`config.mk`:
```
export PLATFORM = sky130hd
export DESIGN_NAME = arcade_shell
export DESIGN_NICKNAME = d
export VERILOG_FILES = /design/src/dl_pkg.sv /design/src/cab_pkg.sv /design/src/rom_loader.sv /design/src/cabinet_inputs.sv /design/src/video_gen.sv /design/src/arcade_shell.sv
export VERILOG_INCLUDE_DIRS = /design/src
export SDC_FILE = /design/constraint.sdc
export NUM_CORES = 2
export LEC_CHECK = 0
export BUFFER_PORTS_ARGS = -buffer_cell sky130_fd_sc_hd__clkbuf_2
export CORE_MARGIN = 1.5
export CORE_UTILIZATION = 60
export CTS_BUF_LIST = sky130_fd_sc_hd__clkbuf_8 sky130_fd_sc_hd__clkbuf_16
export CTS_CLUSTER_DIAMETER = 80
export DETAILED_ROUTE_END_ITERATION = 16
export GPL_ROUTABILITY_DRIVEN = 0
export GPL_TIMING_DRIVEN = 0
export HOLD_SLACK_MARGIN = 0.05
export PLACE_DENSITY = 0.76
export SYNTH_ARGS = -nofsm -noshare
export SYNTH_HDL_FRONTEND = slang
export SYNTH_SLANG_ARGS = --single-unit
export TNS_END_PERCENT = 30
```
`constraint.sdc`:
```
create_clock -name clock_12 -period 4 [get_ports clock_12]
set_input_delay 0.4 -clock clock_12 [delete_from_list [all_inputs] [get_ports clock_12]]
set_output_delay 0.4 -clock clock_12 [all_outputs]
set_load 0.1 [all_outputs]
```
`src/arcade_settings.svh`:
```
`ifndef ARCADE_SETTINGS_SVH
`define ARCADE_SETTINGS_SVH

// rom image
`define ROM_AW        8

// download link, credits double as fifo depth
`define DL_CREDITS    4

// tiny raster, columns
`define H_VIS         16
`define H_TOTAL       24
`define H_SYNC_START  18
`define H_SYNC_LEN    3

// lines
`define V_VIS         8
`define V_TOTAL       12
`define V_SYNC_START  9
`define V_SYNC_LEN    1

`endif

```
`src/dl_pkg.sv`:
```
`include "arcade_settings.svh"

package dl_pkg;

	// byte address into the game rom
	typedef logic [`ROM_AW-1:0] rom_addr_t;

	typedef logic [7:0] rom_byte_t;

	// one download write from the host
	typedef struct packed {
		rom_addr_t addr;
		rom_byte_t data;
	} dl_beat_t;

endpackage

```
`src/cab_pkg.sv`:
```
package cab_pkg;

	typedef enum logic [1:0] {
		NAUGHTY_BOY   = 2'd0,
		POP_FLAMER    = 2'd1,
		TRIVIA_MASTER = 2'd2,
		MOD_OTHER     = 2'd3
	} game_mod_t;

	// raw controls of one player
	typedef struct packed {
		logic up;
		logic down;
		logic left;
		logic right;
		logic fire_a;
		logic fire_b;
		logic fire_c;
		logic fire_d;
		logic start;
	} player_raw_t;

	typedef logic [4:0] game_btns_t;

	// operator menu options
	typedef struct packed {
		logic [1:0] lives;
		logic       difficulty;
		logic [1:0] bonus;
		logic       cabinet; // upright / cocktail
		logic       flip;
		logic       spare;
	} options_t;

	typedef logic [7:0] dip_t;

	typedef struct packed {
		logic [1:0] r;
		logic [1:0] g;
		logic [1:0] b;
	} rgb_t;

	typedef struct packed {
		rgb_t rgb;
		logic hs;
		logic vs;
		logic hblank;
		logic vblank;
	} video_out_t;

endpackage

```
`src/rom_loader.sv`:
```
`timescale 1ns/1ps
`include "arcade_settings.svh"

module rom_loader (
	input  logic               clock_12,
	input  logic               rst_n,
	input  logic               dl_active,
	input  logic               dl_valid,
	input  dl_pkg::dl_beat_t   dl_beat,
	output logic               dl_credit,
	input  logic               rom_free,
	input  dl_pkg::rom_addr_t  rd_addr,
	output dl_pkg::rom_byte_t  rd_data,
	input  logic               options_rst,
	output logic               rom_loaded,
	output logic               core_rst_n
);

	localparam int DEPTH = `DL_CREDITS;
	localparam int PW    = $clog2(DEPTH);

	dl_pkg::dl_beat_t  fifo_mem [DEPTH];
	dl_pkg::rom_byte_t rom_mem [2**`ROM_AW];

	logic [PW-1:0]    wr_ptr;
	logic [PW-1:0]    rd_ptr;
	logic [PW:0]      count;
	logic             push;
	logic             pop;
	logic             empty;
	logic             dl_active_q;
	logic             dl_done;
	dl_pkg::dl_beat_t head;

	assign empty     = (count == '0);
	assign push      = dl_valid; // host owns the credit check
	assign pop       = rom_free && !empty; // drain only outside visible area
	assign head      = fifo_mem[rd_ptr];
	assign dl_credit = pop;

	always_ff @(posedge clock_12) begin
		if (push)
			fifo_mem[wr_ptr] <= dl_beat;
		if (pop)
			rom_mem[head.addr] <= head.data;
		rd_data <= rom_mem[rd_addr];
	end

	always_ff @(posedge clock_12) begin
		if (!rst_n) begin
			wr_ptr <= '0;
			rd_ptr <= '0;
			count  <= '0;
		end else begin
			if (push)
				wr_ptr <= (wr_ptr == PW'(DEPTH - 1)) ? '0 : wr_ptr + 1'b1;
			if (pop)
				rd_ptr <= (rd_ptr == PW'(DEPTH - 1)) ? '0 : rd_ptr + 1'b1;
			case ({push, pop})
				2'b10:   count <= count + 1'b1;
				2'b01:   count <= count - 1'b1;
				default: count <= count;
			endcase
		end
	end

	// end of image is the falling edge of dl_active, then wait for the fifo
	always_ff @(posedge clock_12) begin
		if (!rst_n) begin
			dl_active_q <= 1'b0;
			dl_done     <= 1'b0;
			rom_loaded  <= 1'b0;
			core_rst_n  <= 1'b0;
		end else begin
			dl_active_q <= dl_active;
			if (dl_active_q && !dl_active)
				dl_done <= 1'b1;
			if ((dl_done || (dl_active_q && !dl_active)) && empty)
				rom_loaded <= 1'b1; // sticky until rst_n
			core_rst_n <= rom_loaded && !options_rst;
		end
	end

	// host must have been out of credits here
	a_no_overflow: assert property (@(posedge clock_12) disable iff (!rst_n)
		dl_valid |-> (count < (PW + 1)'(DEPTH)));

endmodule

```
`src/cabinet_inputs.sv`:
```
`timescale 1ns/1ps

module cabinet_inputs (
	input  logic                clock_12,
	input  logic                rst_n,
	input  cab_pkg::game_mod_t  game_mod,
	input  cab_pkg::options_t   options,
	input  cab_pkg::player_raw_t p1,
	input  cab_pkg::player_raw_t p2,
	input  logic                coin,
	output cab_pkg::game_btns_t btn1,
	output cab_pkg::game_btns_t btn2,
	output logic [1:0]          starts,
	output logic                coin_out,
	output cab_pkg::dip_t       dip
);

	// per-variant button wiring
	function automatic cab_pkg::game_btns_t map_btns(input cab_pkg::game_mod_t mode,
			input cab_pkg::player_raw_t p);
		cab_pkg::game_btns_t b;
		case (mode)
			cab_pkg::TRIVIA_MASTER:
				b = {p.fire_d, p.fire_c, p.fire_b, p.fire_a, 1'b0}; // four answer buttons
			default:
				b = {p.left, p.right, p.down, p.up, p.fire_a}; // joystick variants
		endcase
		return b;
	endfunction

	cab_pkg::dip_t dip_nxt;

	// bits 5:4 are fixed on the board
	assign dip_nxt = {options.difficulty, options.cabinet, 1'b0, 1'b1,
		options.bonus, options.lives};

	always_ff @(posedge clock_12) begin
		if (!rst_n) begin
			btn1     <= '0;
			btn2     <= '0;
			starts   <= '0;
			coin_out <= 1'b0;
			dip      <= '0;
		end else begin
			btn1     <= map_btns(game_mod, p1);
			btn2     <= map_btns(game_mod, p2);
			starts   <= {p2.start, p1.start};
			coin_out <= coin;
			dip      <= dip_nxt;
		end
	end

endmodule

```
`src/video_gen.sv`:
```
`timescale 1ns/1ps
`include "arcade_settings.svh"

module video_gen (
	input  logic                clock_12,
	input  logic                rst_n,
	input  logic                rom_loaded,
	output dl_pkg::rom_addr_t   rd_addr,
	input  dl_pkg::rom_byte_t   rd_data,
	output logic                rom_free,
	input  logic                flip,
	output cab_pkg::video_out_t video
);

	localparam int HW = $clog2(`H_TOTAL);
	localparam int VW = $clog2(`V_TOTAL);

	typedef enum logic [1:0] {ACTIVE, H_BLANK, V_BLANK} vid_state_t;

	vid_state_t        state, state_nxt;
	logic [HW-1:0]     h_cnt, h_nxt;
	logic [VW-1:0]     v_cnt, v_nxt;
	logic              hb, vb, hs, vs;
	logic              hb_d1, vb_d1, hs_d1, vs_d1;
	dl_pkg::rom_addr_t lin_addr;
	cab_pkg::rgb_t     pixel;

	always_comb begin
		h_nxt = h_cnt + 1'b1;
		v_nxt = v_cnt;
		if (h_cnt == HW'(`H_TOTAL - 1)) begin
			h_nxt = '0;
			v_nxt = (v_cnt == VW'(`V_TOTAL - 1)) ? '0 : v_cnt + 1'b1;
		end
	end

	// state tracks the position the counters move to
	always_comb begin
		if (v_nxt >= VW'(`V_VIS))
			state_nxt = V_BLANK;
		else if (h_nxt >= HW'(`H_VIS))
			state_nxt = H_BLANK;
		else
			state_nxt = ACTIVE;
	end

	always_ff @(posedge clock_12) begin
		if (!rst_n) begin
			h_cnt <= '0;
			v_cnt <= '0;
			state <= ACTIVE;
		end else begin
			h_cnt <= h_nxt;
			v_cnt <= v_nxt;
			state <= state_nxt;
		end
	end

	assign rom_free = (state != ACTIVE);
	assign hb = (h_cnt >= HW'(`H_VIS));
	assign vb = (v_cnt >= VW'(`V_VIS));
	assign hs = (h_cnt >= HW'(`H_SYNC_START)) && (h_cnt < HW'(`H_SYNC_START + `H_SYNC_LEN));
	assign vs = (v_cnt >= VW'(`V_SYNC_START)) && (v_cnt < VW'(`V_SYNC_START + `V_SYNC_LEN));

	assign lin_addr = dl_pkg::rom_addr_t'(v_cnt * `H_VIS + h_cnt); // row*16 + col
	assign rd_addr  = flip ? ~lin_addr : lin_addr; // 255 - addr
	assign pixel    = (hb_d1 || vb_d1 || !rom_loaded) ? '0 : cab_pkg::rgb_t'(rd_data[5:0]);

	// stage 1 waits for rom data, stage 2 is the output register
	always_ff @(posedge clock_12) begin
		if (!rst_n) begin
			hb_d1 <= 1'b0;
			vb_d1 <= 1'b0;
			hs_d1 <= 1'b0;
			vs_d1 <= 1'b0;
			video <= '0;
		end else begin
			hb_d1 <= hb;
			vb_d1 <= vb;
			hs_d1 <= hs;
			vs_d1 <= vs;
			video <= '{rgb: pixel, hs: hs_d1, vs: vs_d1, hblank: hb_d1, vblank: vb_d1};
		end
	end

	// rom writes must land where the screen shows blank
	a_free_in_blank: assert property (@(posedge clock_12) disable iff (!rst_n)
		rom_free |-> ##2 (video.hblank || video.vblank));

endmodule

```
`src/arcade_shell.sv`:
```
`timescale 1ns/1ps

module arcade_shell (
	input  logic                 clock_12,
	input  logic                 rst_n,
	input  logic                 dl_active,
	input  logic                 dl_valid,
	input  dl_pkg::dl_beat_t     dl_beat,
	output logic                 dl_credit,
	input  cab_pkg::game_mod_t   game_mod,
	input  cab_pkg::options_t    options,
	input  logic                 options_rst,
	input  cab_pkg::player_raw_t p1,
	input  cab_pkg::player_raw_t p2,
	input  logic                 coin,
	output cab_pkg::game_btns_t  btn1,
	output cab_pkg::game_btns_t  btn2,
	output logic [1:0]           starts,
	output logic                 coin_out,
	output cab_pkg::dip_t        dip,
	output logic                 rom_loaded,
	output logic                 core_rst_n,
	output cab_pkg::video_out_t  video
);

	// rom read port shared with the raster
	dl_pkg::rom_addr_t rd_addr;
	dl_pkg::rom_byte_t rd_data;
	logic              rom_free;

	rom_loader loader (
		.clock_12    (clock_12),
		.rst_n       (rst_n),
		.dl_active   (dl_active),
		.dl_valid    (dl_valid),
		.dl_beat     (dl_beat),
		.dl_credit   (dl_credit),
		.rom_free    (rom_free),
		.rd_addr     (rd_addr),
		.rd_data     (rd_data),
		.options_rst (options_rst),
		.rom_loaded  (rom_loaded),
		.core_rst_n  (core_rst_n)
	);

	cabinet_inputs inputs (
		.clock_12 (clock_12),
		.rst_n    (rst_n),
		.game_mod (game_mod),
		.options  (options),
		.p1       (p1),
		.p2       (p2),
		.coin     (coin),
		.btn1     (btn1),
		.btn2     (btn2),
		.starts   (starts),
		.coin_out (coin_out),
		.dip      (dip)
	);

	video_gen video_inst (
		.clock_12   (clock_12),
		.rst_n      (rst_n),
		.rom_loaded (rom_loaded),
		.rd_addr    (rd_addr),
		.rd_data    (rd_data),
		.rom_free   (rom_free),
		.flip       (options.flip),
		.video      (video)
	);

endmodule

```
After elaboration in Yosys (flattened, before gate mapping)

Memory sizes are Yosys's and may differ from the RTL's. A register that Yosys moved wholly into a read port is not among the register bits.
Cells that the tools add are included.

Add/sub/neg operators: 7
Order comparisons: 8
Equality and inequality tests: 7
Multiplexer cells: 18
Bitwise logic cells: 2
Reduce and logical (&&, ||, !) cells: 19

Operator list:

| operator                                    | number |
|---|---|
| two-way mux 5 bit                           | 4 |
| >= comparator 5 bit, second input constant  | 3 |
| >= comparator 4 bit, second input constant  | 3 |
| two-way mux 2 bit                           | 5 |
| adder 8 x 5 -> 8 bit                        | 1 |
| equality test 2 bit, second input constant  | 4 |
| two-way mux 4 bit                           | 2 |
| two-way mux 8 bit                           | 1 |
| NOT 8 bit                                   | 1 |
| logical AND 1 bit                           | 6 |
| case mux 3 bit (2 select lines)             | 1 |
| OR reduction 2 bit                          | 3 |
| adder 5 x 1 -> 5 bit, second input constant | 1 |
| equality test 5 bit, second input constant  | 1 |
| < comparator 5 bit, second input constant   | 1 |
| two-way mux 1 bit                           | 5 |
| adder 2 x 1 -> 2 bit, second input constant | 2 |
| adder 4 x 1 -> 4 bit, second input constant | 1 |
| equality test 4 bit, second input constant  | 1 |
| logical NOT 1 bit                           | 4 |
| < comparator 4 bit, second input constant   | 1 |
| nonzero test 2 bit                          | 2 |
| adder 3 x 1 -> 3 bit, second input constant | 1 |
| logical NOT 3 bit                           | 1 |
| other kinds (4)                             | 6 |

Flip-flop bits (word level): 57
RAM bits: 2112
Output and inout bits: 34
Word-level logic and storage cells: 93
Memories kept: 2

Memories:

| name            | depth | width | rd ports | clocked after memory_dff | write ports | RTL line         | text |
|---|---|---|---|---|---|---|---|
| loader.rom_mem  | 256   | 8     | 1        | 1                        | 1           | rom_loader.sv:23 | `` dl_pkg::rom_byte_t rom_mem [2**`ROM_AW]; `` |
| loader.fifo_mem | 4     | 16    | 1        | 1                        | 1           | rom_loader.sv:22 | `dl_pkg::dl_beat_t fifo_mem [DEPTH];` |

Logic depth before layout (Yosys ltp)

Depth in word-level cells: 5
Gate-level depth with buffers: 14
Mapped depth without buffers: 10

Hierarchy

From an unflattened synthesis, not the netlist that was laid out.

Cell total of the unflattened synthesis: 4195
Area, all modules: 84489.8 um2

By module, submodules not included:

| module         | instances | cells each | area an instance (um2) | seq. area each (um2) |
|---|---|---|---|---|
| rom_loader     | 1         | 4034       | 82726.8                | 63841.2 |
| video_gen      | 1         | 98         | 1068.5                 | 480.5 |
| cabinet_inputs | 1         | 63         | 694.4                  | 400.4 |

Worst setup path before layout

No wires, ideal clock.

Kind: register to register
Start point: register (tool-made name)
End point: memory loader.rom_mem[0][0] (netlist name) (data pin)
Setup time: 551 ps
Arrival time: 2831 ps
Required time: 3449 ps
Path slack: 617 ps
Cell stages (with the launch flop): 4
Buffers on the path: 2
Clock period less this slack: 3383 ps
Path through: dfxtp_1 > clkbuf_1 > buf_2 > mux4_2

RTL lines:

| element   | RTL line |
|---|---|
| to (decl) | rom_loader.sv:23 |

==> results.md <==
* Status: complete, but fails checks
* Failing checks: max-capacitance violations, max-slew violations, negative setup slack
* Met2 WL at 90100 um
* Final HPWL DP at about 140000 um
* Mapped Area at 65500 um2
* CTS tree: done
* Critical Path Source Type: flip-flop
* Area Overhead vs Synth at 13.6%
* Commonest non-fill, non-tap cell in the layout: edfxtp_1
* Worst skew pair latency at ~800 ps
* Final Worst Setup Slack at -255 ps
* Max Fclk at 235 MHz
* Die H at 333 um
* Power per standard cell area at 504 nW/um2
* CP arrival at 4670 ps
* DP Cell Count at 5849
* Hold Path Class: input pin to flip-flop
* Via count at approximately 43000
* Die Wd at 333 um
* Seq/Total Area, Yosys at 74.9%
* LEAKAGE at 0.0245 uW
* First-pass GRT wire length at 287000 um
* Biggest area consumer among synthesized cells: edfxtp_1
* Final Hold Fails at 0
* Final Max Slew Viols at 11
* Async SR Flop Fraction at 0%
* Via-to-Cell Ratio at 6.97
* Die ar. at 111000 um2
* DR WL met3 at 30300 um
* Top cells by area, synth: edfxtp_1, mux2i_1, nand2_1
* Largest net degree at the start of global routing at 92
* Final period util at 106%
* Worst-path clk slew at about 60 ps
* DR iter-0 viols at roughly 7900
* Vias in the first global route at 41700
* Overall Power at 37500 uW
* RSZ-0062 raised after global routing: true
* Non-filler cells, final at between 6000 and 7000
* Nets at 4728
* Mapped Nets at 4401
* Final Skew at 42.5 ps
* Overflow after GRT at 0
* Wl on met1 at 68000 um
* # IOs at 84
* Worst vdd ir at 0.406 mV
* Maxcap violations at 1
* Setup CP Type: flip-flop to flip-flop
* Most frequent cells in the layout: edfxtp_1, nand2_1, a21oi_1
* Core Region at 109000 um2
* Seq cells post-synth at 1656
* Worst Path Max Fanout at 10
* Top Metal Used: met5
* Layout cells sized above 1 at 15.1%
* TritonRoute pass-1 iters at 9
* CP Capture Type: flip-flop
* Top-area cell type share of the netlist area at 72.9%
* Setup TNS at -10300 ps
* Post-DRT Antenna Nets at 0
* Post-route minimum period at 4260 ps
* Syn avg cell area at 15.1 um2
* Starting Density at 60.4%
* Top_reg_cell synth: edfxtp_1
* PortBufs at 79
* Floorplan row count at 121
* CTS max path bufs at 3
* Number of synthesized flops with an enable pin at 1592
* Wire per inst at approximately 33 um
* Post-route DRC at 0
* Detailed Route WL at 204000 um
* Ys Warns at 0
* H-Tree Depth at 4
* Clock Sinks at 1656
* Final Setup Violations at roughly 140
* Antenna violations before repair at 5
* Synth cell types at 80
* Root Buffer: clkbuf_16
* Global-route usage over all layers at 36.5%
* Worst EP required at roughly 4400 ps
* Worst slew margin at -17.4%
* Worst hold slack at around 250 ps
* Setup WS pre-CTS at -1380 ps
* Slew @ Worst Pin at 1760 ps
* TritonCTS buffer count at 161
* Post-Synthesis Cells at 4337
[timing repair]
item	in CTS	in global routing
endpoints found under the setup margin	861	912
endpoints found under the hold margin	83	0
hold buffers	44	0
setup buffers	19	7
pin swaps	14	6
gates resized for setup	118	126
[state kept, by name (all words and copies together), names as in the netlist, named ones only]
name and count:
loader.rd_ptr 2, video_inst.hb_d1 1, loader.rom_mem 1536, loader.rom_loaded 1
video_inst.vs_d1 1, video_inst.video 10, video_inst.v_cnt 4, video_inst.vb_d1 1
video_inst.hs_d1 1, inputs.btn1 5, inputs.coin_out 1, loader.rd_data 6
loader.dl_done 1, inputs.starts 2, inputs.dip 7, loader.wr_ptr 2
loader.fifo_mem 56, loader.count 3, loader.core_rst_n 1, video_inst.state 2
video_inst.h_cnt 5, inputs.btn2 5, loader.dl_active_q 1
[logic make-up after synthesis]
group / after synthesis / synth area share, %
AO/OA/AOI/OAI: 903 / 9.10
XOR/XNOR: 16 / 0.237
adder cells (fa/ha/maj): 14 / 0.279
buffers and inverters: 321 / 2.26
flip-flops: 1656 / 74.9
multiplexers: 282 / 5.76
other: 1 / 0.00572
AND/OR/NAND/NOR: 1144 / 7.45
[per-stage QoR]
step | cell area (um2) | util (%)
floorplan | 65500 | -
global placement | 67700 | 62.4
detailed placement | 68200 | 62.8
CTS | 74100 | 68.2
global route | 74400 | 68.5
finish | 74400 | 68.6
[synthesized netlist by cell type, drive strengths merged, types with 4 or more instances]
master and number:
a22oi 49, a222oi 67, mux4 76, xnor2 10
nor4 16, mux2i 206, a22o 23, o22ai 54
nand2 543, nand4 11, nand3 93, xor2 6
a2111oi 50, edfxtp 1592, nand2b 7, a32o 6
o211ai 22, clkbuf 150, nor2 335, a21boi 12
and2 41, buf 140, or3 4, o31a 5
o21ai 241, nor3 25, a221oi 45, a311oi 6
o31ai 4, nor2b 21, o21a 5, o221ai 24
dfxtp 64, o2111ai 12, a2bb2oi 10, nor3b 4
o32ai 7, ha 13, a21oi 241, and3 5
nand3b 4, or4 22, inv 30
[final timing paths]
| path | from | endpoint | slack, ps | cells after the start |
|---|---|---|---|---|
| max | flip-flop | loader.rom_mem[117][1]$_DFFE_PP_ | -260 | 7 |
| min | game_mod[0] | inputs.btn1[1]$_SDFF_PN0_ | 250 | 5 |
| max reg2reg | flip-flop | loader.rom_mem[117][1]$_DFFE_PP_ | -260 | 7 |
| min reg2reg | video_inst.hs_d1$_SDFF_PN0_ | video_inst.video[3]$_SDFF_PN0_ | 450 | 1 |
[layer usage]
| metal | GRT usage (%) | vias up |
|---|---|---|
| li1 | - | 17500 |
| met5 | 0 | - |
| met4 | 22.7 | 2 |
| met3 | 12.1 | 878 |
| met2 | 54.5 | 3918 |
| met1 | 46.5 | 21000 |
[final cells by class]
class                           instances  area, um2
Multi-Input combinational cell       2360      15500
Clock inverter                        130        808
Timing Repair Buffer                  168       1520
Tap cell                             1414       1770
Fill cell                            6869      34100
Buffer                                286       1490
Antenna cell                            6       15.0
Clock buffer                          167       4160
Inverter                               31        116
Sequential cell                      1656      49100
[critical path, stage by stage, from the launching register on]
cell	delay, ps
dfxtp_1	320
clkbuf_1	330
mux4_2	640
nor2b_1	170
clkbuf_1	290
nand3_1	350
buf_1	1310
nor2_1	430
[report_power, final]
group          total (uW)  internal [uW]  switching (uW)  leakage [uW]
clock               14500           7920            6540       0.00263
sequential          19200          19100            24.0        0.0148
combinational        3890           1080            2810       0.00708
total               37500          28100            9370        0.0245
No activity file was read; power rests on OpenSTA's default activity.
